## src/source/bpu_pkg.sv

```systemverilog
package bpu_pkg;

    localparam int XLEN       = 32;
    localparam int HIST_WIDTH = 16;  // global history length
    localparam int TAG_WIDTH  = 10;
    localparam int PROV_WIDTH = 2;

    // which table supplied the direction
    localparam logic [PROV_WIDTH-1:0] PROV_BIMODAL = 2'd0;
    localparam logic [PROV_WIDTH-1:0] PROV_T0      = 2'd1;
    localparam logic [PROV_WIDTH-1:0] PROV_T1      = 2'd2;

    localparam logic [6:0] OP_BRANCH = 7'b1100011;
    localparam logic [6:0] OP_JAL    = 7'b1101111;
    localparam logic [6:0] OP_JALR   = 7'b1100111;

    localparam logic [4:0] REG_RA = 5'd1;  // link registers
    localparam logic [4:0] REG_T0 = 5'd5;

    // one fetched word, seen through the encoding its opcode selects
    typedef union packed {
        logic [XLEN-1:0] raw;
        struct packed {
            logic       imm12;
            logic [5:0] imm10_5;
            logic [4:0] rs2;
            logic [4:0] rs1;
            logic [2:0] funct3;
            logic [3:0] imm4_1;
            logic       imm11;
            logic [6:0] opcode;
        } b;
        struct packed {
            logic       imm20;
            logic [9:0] imm10_1;
            logic       imm11;
            logic [7:0] imm19_12;
            logic [4:0] rd;
            logic [6:0] opcode;
        } j;
        struct packed {
            logic [11:0] imm;
            logic [4:0]  rs1;
            logic [2:0]  funct3;
            logic [4:0]  rd;
            logic [6:0]  opcode;
        } i;
    } inst_u;

endpackage

```

## src/source/inst_decoder.sv

```systemverilog
`timescale 1ns/1ns

module inst_decoder (
    input  bpu_pkg::inst_u           inst_i,
    output logic                     is_branch_o,
    output logic                     is_jal_o,
    output logic                     is_jalr_o,
    output logic                     is_ret_o,
    output logic [bpu_pkg::XLEN-1:0] b_imm_o,
    output logic [bpu_pkg::XLEN-1:0] j_imm_o
);
    import bpu_pkg::*;

    logic [6:0] opcode;
    logic       rs1_is_link;
    logic       ret_shape;

    assign opcode = inst_i.raw[6:0];

    assign is_branch_o = (opcode == OP_BRANCH);
    assign is_jal_o    = (opcode == OP_JAL);
    assign is_jalr_o   = (opcode == OP_JALR);

    // return: jalr x0, 0(ra) or jalr x0, 0(t0)
    assign rs1_is_link = (inst_i.i.rs1 == REG_RA) || (inst_i.i.rs1 == REG_T0);
    assign ret_shape   = (inst_i.i.rd == 5'd0) && (inst_i.i.imm == 12'd0);
    assign is_ret_o    = is_jalr_o && rs1_is_link && ret_shape;

    // B-type offset, 13 bits with bit 0 implied
    assign b_imm_o = {
        {(XLEN-12){inst_i.b.imm12}},
        inst_i.b.imm11,
        inst_i.b.imm10_5,
        inst_i.b.imm4_1,
        1'b0
    };

    // J-type offset, 21 bits with bit 0 implied
    assign j_imm_o = {
        {(XLEN-20){inst_i.j.imm20}},
        inst_i.j.imm19_12,
        inst_i.j.imm11,
        inst_i.j.imm10_1,
        1'b0
    };

endmodule

```

## config.mk

```make
export PLATFORM = sky130hd
export DESIGN_NAME = inst_decoder
export DESIGN_NICKNAME = d
export VERILOG_FILES = /design/src/source/bpu_pkg.sv /design/src/source/inst_decoder.sv
export SDC_FILE = /design/constraint.sdc
export NUM_CORES = 1
export LEC_CHECK = 0
export ABC_AREA = 1
export BUFFER_PORTS_ARGS = -buffer_cell sky130_fd_sc_hd__buf_4
export CAP_MARGIN = 10
export CORE_UTILIZATION = 31
export DETAILED_ROUTE_END_ITERATION = 10
export PLACE_DENSITY = 0.95
export SLEW_MARGIN = 5
export SYNTH_ARGS = -nofsm -noshare
export SYNTH_HDL_FRONTEND = slang
export SYNTH_SLANG_ARGS = --single-unit
```

## constraint.sdc

```tcl
create_clock -name vclk -period 0.8
set_clock_uncertainty 0.2 [all_clocks]
set_input_delay 0.04 -clock vclk [all_inputs]
set_output_delay 0.04 -clock vclk [all_outputs]
set_load 0.02 [all_outputs]
```

# Word level (Yosys, flattened, before mapping)
# Index checks and enable logic that the tools add are counted.
dict set report totals {
  output_inout_bits 68
  reg_bits 0
  elab_cells 11
  in_bits 32
}
dict set report classes {
  n_reduce_logical 6
  n_eq_ne 5
}
# cell count
set ops {}
lappend ops {{7-bit == test, second input constant} 3}
lappend ops {{12-bit zero test} 1}
lappend ops {{5-bit by 1-bit == test with 1-bit output, second input constant} 1}
lappend ops {{5-bit by 3-bit == test with 1-bit output, second input constant} 1}
lappend ops {{5-bit zero test} 1}
lappend ops {{1-bit logical AND} 3}
lappend ops {{1-bit logical OR} 1}

# Depth between registers and ports, before layout
dict set report depth {
  ltp_word 4
  depth_mapped 6
  ltp_nobuf 6
}

# Least setup slack after synthesis
# Ideal clock, no wire load.
dict set report synth_timing {
  path_type {input port to output port}
  start {input port inst_i[4] (netlist bit)}
  end {output port is_branch_o}
  path_stages 3
  n_path_buf 0
  required_ps 560
  path_slack_ps -269
  arrival_ps 829
  path_cell_list {inv_1 -> nand3_4 -> nor4_1}
}
dict set report synth_via {
  elab_chain_len 1
}
# item line_no
set synth_rtl {}
lappend synth_rtl {{from (decl)} inst_decoder.sv:4} ;# input bpu_pkg::inst_u inst_i,
lappend synth_rtl {{7-bit == test} inst_decoder.sv:20} ;# assign is_branch_o = (opcode == OP_BRANCH);
lappend synth_rtl {{to (decl)} inst_decoder.sv:5} ;# output logic is_branch_o,
# No other way between the ends.

# Final worst setup path
dict set report layout_timing {
  start {input port inst_i[27] (netlist bit)}
  end {output port is_ret_o}
}
dict set report layout_via {
  elab_chain_len 3
}
# item line_no
set layout_rtl {}
lappend layout_rtl {{12-bit zero test} inst_decoder.sv:26} ;# assign ret_shape = (inst_i.i.rd == 5'd0) && (inst_i.i.imm == 12'd0);
lappend layout_rtl {{1-bit logical AND} inst_decoder.sv:26}
lappend layout_rtl {{1-bit logical AND} inst_decoder.sv:27} ;# assign is_ret_o = is_jalr_o && rs1_is_link && ret_shape;
lappend layout_rtl {{to (decl)} inst_decoder.sv:8} ;# output logic is_ret_o,
# No other way between the ends.

==> reports/results.ini <==
[floorplanning]
die_width_um = 47.68
fp.dieH_um = 47.68
floorplan.die_area_mm2 = 0.002273
core_mm2 = 0.001962
row_count = 16
ios = 100
start_util = 0.3297

[layout]
final_cells = 165
area_delta_synth_final_pct = 81.63
diodes = 0
ff_latch_area_um2 = 0
layout.sequential_cells = 0
final_util = 0.5989
clockBufferCount = 0
nNetsFinal = 172
drive_above_1_share = 0.9275

[status]
status = complete, but fails checks
violations = negative hold slack, negative setup slack

[drt]
first_iter_violations = 1
vias_per_cell = 3.861
ant_nets = 0
drc = 0
num_vias = 637
wl_um = 1510
drtPass1Iterations = 4
wl_per_cell_um = 9.152

[placed_design]
hpwl_um = 1255
place.port_buffers = 90
gp_congestion = 0.6877
dpl.cell_count = 163

[timing]
whs_ns = -0.1200
rsz0062_at_grt = true
setup_slack_ns = -0.1649
hold_viol = 4
fmax_ghz = 1.036
setup_violations = 3
finalCritPeriodShare = 1.206
slew_violations = 0
final.min_clock_period_ns = 0.9649
tns_ns = -0.2358

[setup_path]
cp-end-kind = primary output
worst-path-max-fanout = 2
crit_chain = buf_8 > nor2_4 > nand2_2 > nor2_2 > nand2_2 > nor2_4 > buf_6
startpoint_type = input port
required_ns = 0.56
arrival_ns = 0.72
slowest_stage = nor2_2
path_class = in2out
worst_path_largest_cell_delay_ns = 0.12

[global_routing]
grt_overflow = 0
grt_first_pass_wirelength_um = 1649
antenna_found_initial = 0
grt_pass1_vias = 413
track_usage = 0.09579
grt_max_degree = 25

[pwr]
power.density_mw_per_mm2 = 650.9
p_leak_nw = 0.6053
ir_drop_mv = 0.3830
total_power_uw = 764.8

[synth]
syn_area_um2 = 646.9
syn_inst = 99
yosys_warnings = 0
ys_types = 12
avgSynthCellArea_um2 = 6.534
yosysSeqAreaShare = 0

[min_path]
min_path_type = in2out

[run]
maxCapViolCount = 0

[final cells by class]
class / count / area [µm²]
repair buffers: 102 / 849.6
fillers: 186 / 787.0
well taps: 27 / 33.78
multi-input cells: 31 / 255.2
inverters: 5 / 36.28
[repair_timing]
| action | 4_1_cts | 5_1_grt |
|---|---|---|
| resized for setup | 10 | 35 |
| endpoints found under the hold margin | 4 | 4 |
| setup buffers | 1 | 1 |
| setup endpoints to repair | 28 | 28 |
| pin swaps | 6 | 21 |
[worst max-delay path, delay by kind of cell]
| family | cells | cell delay (ns) |
|---|---|---|
| AND/OR/NAND/NOR | 5 | 0.46 |
| buffers and inverters | 2 | 0.22 |
[power by group]
| group | total [mW] | switching [mW] | internal (mW) |
|---|---|---|---|
| Sequential | 0 | 0 | 0 |
| Clock | 0 | 0 | 0 |
| Combinational | 0.765 | 0.388 | 0.377 |
[layer usage]
layer	track usage	up-vias	share of wire
met3	0	2	0.10
met2	0.2135	50	0.64
met4	0.005556	0	0.0013
met1	0.1000	276	0.26
li1	-	309	-
met5	0	-	0
[cell usage in the layout (no fill, tap or decap), drive strengths merged]
master and n:
buf 102, clkinv 1, conb 2, inv 4
nand2 10, nand3 2, nor2 16, nor4 1
[cells in the mapped netlist]
cell type	instances	area, µm²
inv_1	4	15.01
nand3_1	1	5.000
nor2_2	2	12.51
nand2_2	2	12.51
nor4_1	1	6.260
nand3_4	1	17.52
nor2_1	13	48.80
buf_4	64	480.5
nand2_1	8	30.03
nor2_4	1	11.26
conb_1	1	3.750
inv_2	1	3.750
[metrics by stage]
stage / worst slack (ns) / cell area [µm²]
6_report: -0.1649 / 1175
3_3_place_gp: -0.1975 / 997.2
4_1_cts: -0.1758 / 1042
5_1_grt: -0.2047 / 1175
3_5_place_dp: -0.2000 / 997.2
2_1_floorplan: -0.001269 / 693.2
[worst paths after layout]
kind	endpoint	cells after the start	slack (ns)	start
max	is_ret_o	7	-0.16	inst_i[27]
min	j_imm_o[13]	0	-0.12	inst_i[13]
[logic make-up after synthesis]
group / Yosys count / share of synthesized area
buffers and inverters: 69 / 0.7717
other: 1 / 0.005797
AND/OR/NAND/NOR: 29 / 0.2224
No activity file was read; power rests on OpenSTA's default activity.
