<file path="src/source/bpu_pkg.sv">
package bpu_pkg;

    localparam int XLEN       = 32;
    localparam int HIST_WIDTH = 16;  // global history length
    localparam int TAG_WIDTH  = 10;
    localparam int PROV_WIDTH = 2;

    // which table supplied the direction
    localparam logic [PROV_WIDTH-1:0] PROV_BIMODAL = 2'd0;
    localparam logic [PROV_WIDTH-1:0] PROV_T0      = 2'd1;
    localparam logic [PROV_WIDTH-1:0] PROV_T1      = 2'd2;

    localparam logic [6:0] OP_BRANCH = 7'b1100011;
    localparam logic [6:0] OP_JAL    = 7'b1101111;
    localparam logic [6:0] OP_JALR   = 7'b1100111;

    localparam logic [4:0] REG_RA = 5'd1;  // link registers
    localparam logic [4:0] REG_T0 = 5'd5;

    // one fetched word, seen through the encoding its opcode selects
    typedef union packed {
        logic [XLEN-1:0] raw;
        struct packed {
            logic       imm12;
            logic [5:0] imm10_5;
            logic [4:0] rs2;
            logic [4:0] rs1;
            logic [2:0] funct3;
            logic [3:0] imm4_1;
            logic       imm11;
            logic [6:0] opcode;
        } b;
        struct packed {
            logic       imm20;
            logic [9:0] imm10_1;
            logic       imm11;
            logic [7:0] imm19_12;
            logic [4:0] rd;
            logic [6:0] opcode;
        } j;
        struct packed {
            logic [11:0] imm;
            logic [4:0]  rs1;
            logic [2:0]  funct3;
            logic [4:0]  rd;
            logic [6:0]  opcode;
        } i;
    } inst_u;

endpackage

</file>
<file path="src/source/target_select.sv">
`timescale 1ns/1ns

module target_select (
    input  logic [bpu_pkg::XLEN-1:0] pc_i,
    input  logic                     is_branch_i,
    input  logic                     is_jal_i,
    input  logic                     is_jalr_i,
    input  logic                     is_ret_i,
    input  logic                     dir_taken_i,
    input  logic                     btb_hit_i,
    input  logic                     ras_valid_i,
    input  logic [bpu_pkg::XLEN-1:0] b_imm_i,
    input  logic [bpu_pkg::XLEN-1:0] j_imm_i,
    input  logic [bpu_pkg::XLEN-1:0] btb_target_i,
    input  logic [bpu_pkg::XLEN-1:0] ras_top_i,
    output logic                     is_ctrl_o,
    output logic                     taken_o,
    output logic [bpu_pkg::XLEN-1:0] pred_pc_o
);
    import bpu_pkg::*;

    logic [XLEN-1:0] seq_pc;

    assign seq_pc    = pc_i + XLEN'(4);
    assign is_ctrl_o = is_branch_i || is_jal_i || is_jalr_i;

    always_comb begin
        taken_o   = 1'b0;  // fall through unless decided otherwise
        pred_pc_o = seq_pc;
        if (is_ret_i) begin
            if (ras_valid_i) begin  // empty stack falls through
                taken_o   = 1'b1;
                pred_pc_o = ras_top_i;
            end
        end else if (is_jal_i) begin
            taken_o   = 1'b1;
            pred_pc_o = btb_hit_i ? btb_target_i : pc_i + j_imm_i;
        end else if (is_branch_i || is_jalr_i) begin
            taken_o = dir_taken_i;
            if (dir_taken_i) begin
                if (btb_hit_i) begin
                    pred_pc_o = btb_target_i;
                end else if (is_branch_i) begin
                    pred_pc_o = pc_i + b_imm_i;
                end
                // indirect jump without btb entry stays at pc+4
            end
        end
    end

endmodule

</file>
<file path="config.mk">
export PLATFORM = sky130hd
export DESIGN_NAME = target_select
export DESIGN_NICKNAME = d
export VERILOG_FILES = /design/src/source/bpu_pkg.sv /design/src/source/target_select.sv
export SDC_FILE = /design/constraint.sdc
export NUM_CORES = 1
export LEC_CHECK = 0
export BUFFER_PORTS_ARGS = -buffer_cell sky130_fd_sc_hd__buf_2
export CORE_MARGIN = 10
export CORE_UTILIZATION = 48
export DETAILED_ROUTE_END_ITERATION = 16
export PLACE_DENSITY = 0.81
export SYNTH_ARGS = -nofsm -noshare
export SYNTH_HDL_FRONTEND = slang
export SYNTH_SLANG_ARGS = --single-unit
</file>
<file path="constraint.sdc">
create_clock -name vclk -period 2.4
set_clock_uncertainty 0.1 [all_clocks]
set_input_delay 0.24 -clock vclk [all_inputs]
set_output_delay 0.24 -clock vclk [all_outputs]
set_load 0.05 [all_outputs]
</file>
==> results of run 1 <==
==> per-stage QoR <==
stage | utilization | worst slack (ps)
floorplan | - | -366
global placement | 0.825 | -681
detailed placement | 0.825 | -793
CTS | 0.925 | -689
==> synth_stat cells (all sizes together) (7+ instances only) <==
| cell | instances | area share |
|---|---|---|
| o31ai | 10 | 0.013 |
| a21oi | 94 | 0.083 |
| nand2b | 8 | 0.0089 |
| nand4 | 19 | 0.023 |
| a21o | 19 | 0.025 |
| xor2 | 26 | 0.040 |
| nand3 | 35 | 0.031 |
| nor2 | 58 | 0.039 |
| o21bai | 7 | 0.0093 |
| a221oi | 13 | 0.020 |
| and2 | 11 | 0.012 |
| a31oi | 11 | 0.012 |
| a211oi | 19 | 0.026 |
| a221o | 8 | 0.014 |
| o211ai | 19 | 0.025 |
| o21ai | 68 | 0.060 |
| clkbuf | 28 | 0.019 |
| nor2b | 11 | 0.012 |
| nand2 | 89 | 0.059 |
| nor3 | 19 | 0.018 |
| and3 | 20 | 0.022 |
| mux2i | 27 | 0.048 |
| or3 | 7 | 0.0078 |
| ha | 63 | 0.14 |
| inv | 25 | 0.017 |
| xnor2 | 36 | 0.056 |
==> kinds of logic after synthesis <==
logic type | Yosys count | synth area share
AND/OR/NAND/NOR | 295 | 0.259
multiplexers | 32 | 0.0579
AO/OA/AOI/OAI | 341 | 0.399
adder cells (fa/ha/maj) | 65 | 0.147
XOR/XNOR | 62 | 0.0963
buffers and inverters | 60 | 0.0404
==> timing repair <==
action	4_1_cts
setup endpoints to repair	30
pin swaps	116
endpoints found under the hold margin	0
gates resized for setup	234
gates cloned	0
setup buffers	29
==> results.md, run 1 <==
* Status: stopped before the end
* Stopping stage: global routing (5_1_grt)
* Err: [ERROR DPL-0038] Utilization greater than 100%, impossible to legalize
* Routability Congestion at about 1.1
* Initial Util at 0.492
* YS warnings at 0
* Port buffer count at approximately 200
* Hold buffers post-CTS at 0
* Syn_nets at 1087
* Post-Place Cell Area at 9460 um^2
* Syn Area/Cell at 6.59 um^2
* Site Rows at 39
* Worst EP post-GRT repair: pred_pc_o[26]
* Num ports at about 200
* Netlist cell types at 68
* Mapped Cells at between 800 and 900
* WEP type: primary output
* Die width at ~130 um
* DP HPWL at 26600 um
* Die H at about 130 um
* Largest net degree at the start of global routing at 45
* Register area share after synthesis at 0
* Number of instances in the placed design at 1436
* Mapped cell area at approximately 5600 um^2
==> run 2, diff against run 1 <==
--- a/config.mk
+++ b/config.mk
@@ -7,9 +7,9 @@
 export LEC_CHECK = 0
 export BUFFER_PORTS_ARGS = -buffer_cell sky130_fd_sc_hd__buf_2
 export CORE_MARGIN = 10
-export CORE_UTILIZATION = 48
+export CORE_UTILIZATION = 40
 export DETAILED_ROUTE_END_ITERATION = 16
-export PLACE_DENSITY = 0.81
+export PLACE_DENSITY_LB_ADDON = 0.15
 export SYNTH_ARGS = -nofsm -noshare
 export SYNTH_HDL_FRONTEND = slang
 export SYNTH_SLANG_ARGS = --single-unit
==> constraint.sdc (replaced) <==
create_clock -name vclk -period 3.1
set_clock_uncertainty 0.1 [all_clocks]
set_input_delay 0.31 -clock vclk [all_inputs]
set_output_delay 0.31 -clock vclk [all_outputs]
set_load 0.05 [all_outputs]
==> run 2 against run 1 <==
Against the previous run: the flow now finishes, with violations (setup timing); area after synthesis unchanged; synthesized cell count unchanged.
==> results.md, run 2 <==
* Final hold violations at 0
* Die H at 139 um (was 128 um)
* Routability Congestion at 1.10 (was 1.08)
* Leading area contributor after synthesis: ha_1 (unchanged)
* Antenna diode count at 0
* Failing checks: setup timing
* Max IR drop VDD at roughly 0.00014 V
* Area of the multi-input gates at about 6300 um^2
* Most frequent cells in the layout: buf_4, buf_2, nand2_1
* Seq pwr share at 0
* Crit path max-delay cell type: a211oi_4
* P_sw at 1.19 mW
* Minimum clock period after layout at 3370 ps
* Num ports at 201 (unchanged)
* Synth top cells by count: a21oi_1, nand2_1, o21ai_0 (unchanged)
* GR Overflow Total at 0
* Area Overhead vs Synth at 71.7%
* CP Class: input port to primary output
* Vias in the first global route at approximately 8.3k
* # clk buffers at 0
* Total core area at 13800 um^2
* Max cap viols at 0
* Gate power share at 1.000
* Port buffer count at 201 (unchanged)
* Initial antenna violation count at 0
* Syn Area/Cell at 6.59 um^2 (unchanged)
* Int Pwr at 0.949 mW
* Detailed Route Iter0 Violations at 804
* Critical path, cell by cell: buf_8, ha_4, inv_2, fa_2, nor2b_2, o31a_1, o31a_1, a211oi_4, buf_6, o211ai_1, xor2_1, a221oi_2, a21oi_2, buf_6
* Worst EP required at approximately 2700 ps
* Die width at 139 um (was 128 um)
* Period Utilization, post-route at 1.09
* Largest net degree at the start of global routing at 54
* ANT nets after route at 0
* Mapped Cells at 855 (unchanged)
* Final setup vio count at 16
* Initial Util at 0.408 (was 0.492)
* Post-Place Cell Area at 8510 um^2 (was 9460 um^2)
* RSZ-0062 raised after global routing: true
* Final total power at 2.14 mW
* Clock power share at 0
* Slew Limit Fails at 0
* Mapped cell area at 5640 um^2 (unchanged)
* Share of layout cells above drive strength 1 at 0.469
* YS warnings at 0 (unchanged)
* Drt drc at 0
* Seq cells at 0
* Status: finished, violations left (was stopped before the end)
* # nets final at 1489
* First drt pass iteration count at 6
* Largest cells by area after synthesis: ha_1, a21oi_1, nand2_1, o21ai_0, xnor2_1 (unchanged)
* Vias per cell at just over 6
* Critical path arrival at 2960 ps
* Layout fillers at approximately 1.2k
* Startpoint types: input port
* Least-Margin Pin Slew at 708 ps
* Post-route setup slack at -268 ps
* Syn_nets at 1087 (unchanged)
* Worst Path Max Fanout at 5
* Netlist cell types at 68 (unchanged)
* Via Count at 8718
* Site Rows at 43 (was 39)
* Hold buffers post-CTS at 0 (unchanged)
* Post-route cell area at 9680 um^2
* DP HPWL at 24800 um (was 26600 um)
* Sw frac at 0.557
* Max Freq at 0.297 GHz
* Crit end category: primary output
* Die Area at approximately 19000 um^2
* CP max stage delay at between 300 and 400 ps
* Wire per inst at 21.1 um
* Static Leak at 4.37 nW
* Most common cell after layout, fill and taps aside: buf_4
* HP Class: input port to primary output
* GRT Total Usage at 0.283
* Register Area at 0 um^2
* Most common cell in the netlist: a21oi_1 (unchanged)
* Register area share after synthesis at 0 (unchanged)
* Synth top area share at 0.140 (unchanged)
* Cell Pwr Density at 221 nW/um^2
* Global-route wire length before repair at 45500 um
* Worst rel slew slack at 0.526
* Detailed Route WL at 30300 um
## run 2: stage by stage
step	setup slack [ps]	setup TNS (ps)	util	hold WS, ps	instances
2_1_floorplan	-195	-195	-	787	855
3_3_place_gp	-407	-5930	0.616	999	1419
3_5_place_dp	-480	-6670	0.616	999	1419
4_1_cts	-218	-1740	0.665	983	1429
5_1_grt	-319	-2640	0.700	962	1435
6_report	-268	-1500	0.700	941	1435
## run 2: power groups by stage
stage | logic [mW] | clock network (mW) | registers, mW
after detailed placement | 1.79 | 0 | 0
after floorplan | 1.03 | 0 | 0
after CTS | 1.97 | 0 | 0
after global placement | 1.79 | 0 | 0
after global routing | 2.27 | 0 | 0
final | 2.14 | 0 | 0
## run 2: repair_timing
| action | CTS | global route |
|---|---|---|
| resized for setup | 139 | 102 |
| setup endpoints to repair | 24 | 25 |
| pin swaps | 64 | 63 |
| buffers inserted | 11 | 6 |
## run 2: kinds of logic after synthesis
kind of cell / synth area share
multiplexers: 0.0579
buffers and inverters: 0.0404
adder cells (fa/ha/maj): 0.147
XOR/XNOR: 0.0963
AO/OA/AOI/OAI: 0.399
AND/OR/NAND/NOR: 0.259
## run 2: worst max-delay path, delay by kind of cell
kind | cells | cell delay [ps]
adders and majority gates | 2 | 360
AOI/OAI and AO/OA | 6 | 1370
xor gates and xnor gates | 1 | 350
and+or+nand+nor | 1 | 50
buffers and inverters | 4 | 510
## run 2: path summary, 6_finish.rpt
| path | start | end | slack (ps) | depth (start not counted) |
|---|---|---|---|---|
| hold / removal | ras_top_i[5] | pred_pc_o[5] | 940 | 4 |
| setup / recovery | pc_i[0] | pred_pc_o[18] | -270 | 14 |
## run 2: routing by layer
layer  GRT usage  part of all wire
met1       0.404              0.43
met2       0.444              0.43
met3      0.0380              0.11
met4      0.0445             0.025
met5           0                 0
## run 2: final cells by class
cell class / count / area share
inverters: 26 / 0.0101
multi-input cells: 795 / 0.655
repair buffers: 434 / 0.311
well taps: 180 / 0.0233
Note: power is estimated with default switching activity, not from simulation.
