$ cat src/source/bpu_pkg.sv
package bpu_pkg;

    localparam int XLEN       = 32;
    localparam int HIST_WIDTH = 16;  // global history length
    localparam int TAG_WIDTH  = 10;
    localparam int PROV_WIDTH = 2;

    // which table supplied the direction
    localparam logic [PROV_WIDTH-1:0] PROV_BIMODAL = 2'd0;
    localparam logic [PROV_WIDTH-1:0] PROV_T0      = 2'd1;
    localparam logic [PROV_WIDTH-1:0] PROV_T1      = 2'd2;

    localparam logic [6:0] OP_BRANCH = 7'b1100011;
    localparam logic [6:0] OP_JAL    = 7'b1101111;
    localparam logic [6:0] OP_JALR   = 7'b1100111;

    localparam logic [4:0] REG_RA = 5'd1;  // link registers
    localparam logic [4:0] REG_T0 = 5'd5;

    // one fetched word, seen through the encoding its opcode selects
    typedef union packed {
        logic [XLEN-1:0] raw;
        struct packed {
            logic       imm12;
            logic [5:0] imm10_5;
            logic [4:0] rs2;
            logic [4:0] rs1;
            logic [2:0] funct3;
            logic [3:0] imm4_1;
            logic       imm11;
            logic [6:0] opcode;
        } b;
        struct packed {
            logic       imm20;
            logic [9:0] imm10_1;
            logic       imm11;
            logic [7:0] imm19_12;
            logic [4:0] rd;
            logic [6:0] opcode;
        } j;
        struct packed {
            logic [11:0] imm;
            logic [4:0]  rs1;
            logic [2:0]  funct3;
            logic [4:0]  rd;
            logic [6:0]  opcode;
        } i;
    } inst_u;

endpackage

$ cat src/source/return_stack.sv
`timescale 1ns/1ns

module return_stack #(
    parameter int RAS_DEPTH = 32
) (
    input  logic                     clk,
    input  logic                     rst,
    input  logic                     push_i,
    input  logic [bpu_pkg::XLEN-1:0] push_addr_i,
    input  logic                     pop_i,
    output logic [bpu_pkg::XLEN-1:0] top_o,
    output logic                     nonempty_o
);
    import bpu_pkg::*;

    localparam int IDX_W = $clog2(RAS_DEPTH);
    localparam int PTR_W = IDX_W + 1;  // counts 0..RAS_DEPTH

    logic [XLEN-1:0]  stack [RAS_DEPTH];
    logic [PTR_W-1:0] sp;  // number of live entries
    logic [PTR_W-1:0] sp_dec;
    logic [PTR_W-1:0] sp_after_pop;
    logic             do_pop;
    logic             do_push;

    assign sp_dec     = sp - 1'b1;
    assign nonempty_o = (sp != '0);
    assign top_o      = stack[sp_dec[IDX_W-1:0]];

    // pop first, then push into the freed slot
    assign do_pop       = pop_i && nonempty_o;
    assign sp_after_pop = do_pop ? sp_dec : sp;
    assign do_push      = push_i && (sp_after_pop != PTR_W'(RAS_DEPTH));  // full drops

    always_ff @(posedge clk or posedge rst) begin
        if (rst) begin
            sp <= '0;
        end else if (do_push) begin
            sp <= sp_after_pop + 1'b1;
        end else begin
            sp <= sp_after_pop;
        end
    end

    always_ff @(posedge clk) begin
        if (do_push) begin
            stack[sp_after_pop[IDX_W-1:0]] <= push_addr_i;
        end
    end

endmodule

$ cat config.mk
export PLATFORM = sky130hd
export DESIGN_NAME = return_stack
export DESIGN_NICKNAME = d
export VERILOG_FILES = /design/src/source/bpu_pkg.sv /design/src/source/return_stack.sv
export SDC_FILE = /design/constraint.sdc
export NUM_CORES = 1
export LEC_CHECK = 0
export BUFFER_PORTS_ARGS = -buffer_cell sky130_fd_sc_hd__buf_2
export CAP_MARGIN = 20
export CORE_MARGIN = 10
export CORE_UTILIZATION = 55
export DETAILED_ROUTE_END_ITERATION = 6
export HOLD_SLACK_MARGIN = 0.1
export PLACE_DENSITY = 0.71
export SLEW_MARGIN = 40
export SYNTH_ARGS = -nofsm -noshare
export SYNTH_HDL_FRONTEND = slang
export SYNTH_SLANG_ARGS = --single-unit
$ cat constraint.sdc
create_clock -name clk -period 5.5 [get_ports clk]
set_input_delay 0.275 -clock clk [delete_from_list [all_inputs] [get_ports clk]]
set_output_delay 0.275 -clock clk [all_outputs]
set_load 0.05 [all_outputs]
# --- Word level (Yosys, flattened, before mapping) ---
# Memories as Yosys holds them, arrays and structs flattened.
# Cells that the tools add are included.
word_totals:
  register_bits: 6
  mem_bits_rw: 1024
  word_cells: 12
  memories: 1
memory_table:
  columns: ["memory", "words", "width", "read_ports", "rd_ports_with_merged_regs", "write_ports", "line", "rtl"]
  rows:
  - ["stack", 32, 32, 1, 0, 1, "return_stack.sv:19", "logic [XLEN-1:0] stack [RAS_DEPTH];"]
classes:
  add_sub_neg: 2
  n_eq_ne: 1
  n_mux: 4
  reduce_logical: 3
ops:
  columns: ["op", "n"]
  rows:
  - ["$mux W6", 2]
  - ["$add A6 B1 Y6 const B", 1]
  - ["$ne A6 B6 Y1 const B", 1]
  - ["$reduce_bool A6 Y1", 1]
  - ["$sub A6 B1 Y6 const B", 1]
  - ["$logic_and A1 B1 Y1", 2]
  - ["$mux W1", 2]

# --- Longest topological paths before layout ---
logic_depth:
  depth_word: 7
  depth_mapped: 13
  depth_no_buf: 7

# --- Worst setup path after synthesis ---
# OpenSTA, ideal clock, no wires.
synth_timing:
  kind: "flip-flop to flip-flop"
  start: "register sp[0]"
  end: "memory stack[0][0] (enable)"
  setup_ns: 0.468
  arrival_ns: 4.600
  path_slack_ns: 0.432
  stages_incl_launch_ff: 12
  n_path_buf: 4
  synth_period_minus_slack_ns: 5.068
  path_cell_list: "dfrtp_1 buf_2 buf_4 buf_2 inv_1 ha_1 buf_2 nand2b_1 nor3b_1 mux2i_1 nand3_1 nor3b_1"
synth_between:
  elab_chain_cells: 7
  elab_cells_between_ends: 8
synth_rtl:
  columns: ["item", "line", "rtl"]
  rows:
  - ["from (decl)", "return_stack.sv:20", "logic [PTR_W-1:0] sp;"]
  - ["from (signal assigned)", "return_stack.sv:39", "sp <= sp_after_pop + 1'b1;"]
  - ["from (signal assigned)", "return_stack.sv:41", "sp <= sp_after_pop;"]
  - ["branches (longest 2 deep; another with $sub A6 B1 Y6)", null, null]
  - ["$mux W6 (*)", "return_stack.sv:32", "assign sp_after_pop = do_pop ? sp_dec : sp;"]
  - ["$ne A6 B6 Y1", "return_stack.sv:33", "assign do_push = push_i && (sp_after_pop != PTR_W'(RAS_DEPTH));"]
  - ["$logic_and A1 B1 Y1", "return_stack.sv:33", null]
  - ["$mux W1", "return_stack.sv:46", "if (do_push) begin"]
  - ["$mux W1 (implied by the code)", "return_stack.sv:47", "stack[sp_after_pop[IDX_W-1:0]] <= push_addr_i;"]
  - ["to (decl)", "return_stack.sv:19", null]
# Every way passes the cells marked *.

# --- Worst setup path after layout ---
layout_timing:
  start: "register sp[0]"
  end: "output top_o[0] (netlist name)"
layout_between:
  elab_chain_cells: 2
layout_rtl:
  columns: ["item", "line", "rtl"]
  rows:
  - ["$sub A6 B1 Y6", "return_stack.sv:26", "assign sp_dec = sp - 1'b1;"]
  - ["$mem_v2 Z32 W32", null, null]
  - ["to (decl)", "return_stack.sv:11", "output logic [bpu_pkg::XLEN-1:0] top_o,"]
# No other way between the ends.

==> insert_results.sql <==
INSERT INTO impl_metrics (metric_group, metric, value, unit) VALUES
('yosys', 'synth_compound_area_share', '1.77', '%'),
('route', 'wire_per_inst', '31.1', 'um'),
('setup_path', 'class_of_the_most_critical_setup_path', 'reg2out', ''),
('route', 'routed_via_density', '6.43', ''),
('setup_path', 'timing.critical_path.to_type', 'output port', ''),
('clock_tree', 'cts_tree', 'done', ''),
('clock_tree', 'clkSinkCount', '1030', ''),
('timing', 'timing.final.setup_violations', '0', ''),
('global_routing', 'pin_count_of_the_biggest_net_entering_global_routing', '92', ''),
('pwr', 'ir_drop', '0.000699', 'V'),
('global_routing', 'grt_pass1_vias', '20374', ''),
('yosys', 'synth_area', '0.0398', 'sq mm'),
('route', 'dr.first_iter.drc_count', '2389', ''),
('global_routing', 'globalRoute.busiestLayer', 'met2', ''),
('floorplanning', 'dieWidth', '289', 'um'),
('layout', 'final_standard_cell_area_without_fillers', '0.0455', 'sq mm'),
('floorplanning', 'num_rows', '98', ''),
('setup_path', 'path_cells', 'inv_1 > ha_4 > buf_12 > buf_4 > mux4_2 > mux2i_1 > a32o_1 > nor2_1 > buf_2', ''),
('place', 'dpl.hpwl', '53600', 'um'),
('timing', 'layout_setup_ws', '1.01', 'ns'),
('setup_path', 'number_of_buffers_and_inverters_on_the_critical_path', '4', ''),
('route', 'drt_wl_total', '95600', 'um'),
('yosys', 'post_synth_num_cell_types', '48', ''),
('global_routing', 'global_route_usage_over_all_layers', '23.1', '%'),
('clock_tree', 'clockBufferDepth', '3', ''),
('timing', 'period_share', '81.7', '%'),
('yosys', 'synthArstFlopShare', '0.583', '%'),
('place', 'portBuffers', '68', ''),
('pwr', 'leakagePower', '14.5', 'nW'),
('pwr', 'powerDensity', '621', 'mW/mm^2'),
('setup_path', 'cpLargestDelayFamily', 'buffers and inverters', ''),
('place', 'post-place-ws', '1.58', 'ns'),
('yosys', 'number_of_enable_flip_flop_cells_after_synthesis', '1024', ''),
('place', 'final_weighted_congestion_of_routability_driven_global_placement', '0.862', ''),
('yosys', 'synth.ff_latch_count', '1030', ''),
('route', 'first_pass_iters', '6', ''),
('layout', 'syn2layout_area_growth', '14.3', '%'),
('yosys', 'muxShareOfSynthArea', '15.4', '%'),
('clock_tree', 'cts_made_buffers', '97', ''),
('yosys', 'synth_area_in_adders', '0.0315', '%'),
('setup_path', 'cpPeakStageDelay', '0.69', 'ns'),
('timing', 'slew_headroom', '42.0', '%'),
('route', 'drc', '0', ''),
('floorplanning', 'dieArea', '0.0835', 'sq mm'),
('timing', 'max_freq', '223', 'MHz'),
('run_status', 'status', 'complete, no violations', ''),
('setup_path', 'cp_slowest_cell', 'sky130_fd_sc_hd__buf_4', ''),
('timing', 'tns', '0', 'ns'),
('yosys', 'synth_top_family_by_area', 'multiplexers', ''),
('layout', 'finish.utilization', '63.5', '%'),
('clock_tree', 'postCtsSetupRepairBufs', '0', ''),
('global_routing', 'grt_first_pass_wirelength', '139000', 'um'),
('layout', 'fin_nets', '2083', ''),
('setup_path', 'cp_data_required_time', '5.22', 'ns'),
('floorplanning', 'floorplan.die.height', '289', 'um'),
('timing', 'fin_worst_skew', '0.0259', 'ns'),
('clock_tree', 'ctsHtreeMaxLevel', '3', ''),
('timing', 'worst_slew_pin_slew', '0.868', 'ns'),
('flow_run', 'count_of_max_cap_constraint_violations', '0', ''),
('setup_path', 'cp-start-kind', 'flip-flop', ''),
('clock_tree', 'cts_hold_repair.buffers', '9', ''),
('setup_path', 'critPathMaxFanout', '53', ''),
('global_routing', 'antenna_found_initial', '6', ''),
('yosys', 'postSynth.topFlopCell', 'sky130_fd_sc_hd__edfxtp_1', ''),
('min_path', 'hold_path.class', 'in2reg', ''),
('timing', 'fin_max_slew_vios', '0', ''),
('global_routing', 'gr-usage-met1', '30.9', '%'),
('floorplanning', 'floorplan.io_pins', '69', ''),
('yosys', 'synth-simple-area-share', '3.68', '%'),
('yosys', 'avgSynthCellArea', '21.1', 'sq um'),
('place', 'placed_cell_area', '0.0421', 'sq mm');
## kinds of logic after synthesis
| kind of cell | Yosys count |
|---|---|
| buffers and inverters | 108 |
| multiplexers | 292 |
| flip-flops | 1030 |
| XOR/XNOR | 8 |
| AND/OR/NAND/NOR | 363 |
| adder cells (fa/ha/maj) | 1 |
| AO/OA/AOI/OAI | 87 |
## layout make-up
type | instances | area, sq um
diodes | 2 | 5.00
clock buffers | 110 | 2520
inverters | 7 | 26.3
fillers | 4720 | 26100
well taps | 950 | 1190
clock inverters | 68 | 716
flip-flops and latches | 1030 | 30900
multi-input cells | 751 | 8690
repair buffers | 159 | 1410
## registers in the layout, indices dropped and copies added (netlist names)
name   cells
stack   1024
sp         6
## layout by cell type (no fill, tap or decap), types with 15 or more instances in the layout
cell,Yosys,routed
sky130_fd_sc_hd__a32o_1,34,34
sky130_fd_sc_hd__buf_2,37,68
sky130_fd_sc_hd__buf_4,11,51
sky130_fd_sc_hd__bufinv_16,0,15
sky130_fd_sc_hd__clkbuf_16,0,99
sky130_fd_sc_hd__clkinv_1,0,21
sky130_fd_sc_hd__clkinv_2,0,24
sky130_fd_sc_hd__edfxtp_1,1024,1024
sky130_fd_sc_hd__mux2i_1,35,33
sky130_fd_sc_hd__mux4_2,256,256
sky130_fd_sc_hd__nand2_1,72,72
sky130_fd_sc_hd__nor2_1,260,230
sky130_fd_sc_hd__nor2_4,0,31
sky130_fd_sc_hd__o22ai_1,33,32
## per-layer routing
layer	vias up	wire length (um)
li1	8090	-
met4	8	2710
met1	10507	36300
met5	-	47
met3	169	8010
met2	1015	48500
## worst register-to-register path: stages, from the launching register on
cell                       delay (ns)
sky130_fd_sc_hd__dfrtp_4         0.54
sky130_fd_sc_hd__inv_1           0.22
sky130_fd_sc_hd__ha_4            0.26
sky130_fd_sc_hd__nand2b_1        0.13
sky130_fd_sc_hd__nor3b_1         0.35
sky130_fd_sc_hd__mux2i_1         0.55
sky130_fd_sc_hd__nand3_1         0.50
sky130_fd_sc_hd__nor2_4          0.80
sky130_fd_sc_hd__buf_4           0.37
## path summary, 6_finish.rpt
path	from	endpoint	slack (ns)	cells after the start
max	sp[0]$_DFF_PP0_	top_o[0]	1.01	9
max reg2reg	sp[0]$_DFF_PP0_	stack[7][13]$_DFFE_PP_	1.47	8
max in group asynchronous	rst	sp[0]$_DFF_PP0_	4.59	4
min	push_addr_i[1]	stack[7][1]$_DFFE_PP_	0.13	1
min reg2reg	sp[5]$_DFF_PP0_	sp[2]$_DFF_PP0_	0.76	3
min in group asynchronous	rst	sp[0]$_DFF_PP0_	0.70	4
## per-stage QoR
step           power, mW  hold WS, ns  std cells
2_1_floorplan       17.8       0.0660       1889
3_3_place_gp        21.3        0.228       2870
3_5_place_dp        21.5        0.228       2885
4_1_cts             28.3        0.101       3072
5_1_grt             29.3        0.150       3075
6_report            28.2        0.132       3077
## synth_stat cells (6+ instances only)
master                     number  share of area, %
sky130_fd_sc_hd__edfxtp_1    1024                77
sky130_fd_sc_hd__nor2_1       260               2.5
sky130_fd_sc_hd__mux4_2       256                14
sky130_fd_sc_hd__nand2_1       72              0.68
sky130_fd_sc_hd__buf_2         37              0.47
sky130_fd_sc_hd__mux2i_1       35              0.88
sky130_fd_sc_hd__a32o_1        34              0.86
sky130_fd_sc_hd__clkbuf_1      34              0.32
sky130_fd_sc_hd__o22ai_1       33              0.52
sky130_fd_sc_hd__buf_1         18              0.17
sky130_fd_sc_hd__buf_4         11              0.21
sky130_fd_sc_hd__nand3_1        9              0.11
sky130_fd_sc_hd__inv_1          7             0.066
sky130_fd_sc_hd__dfrtp_1        6              0.38
## power breakdown
part / switching [mW] / internal, mW
clock network: 2.82 / 3.99
logic: 7.73 / 4.29
registers: 0.179 / 9.23
(Power assumes the default switching activity.)
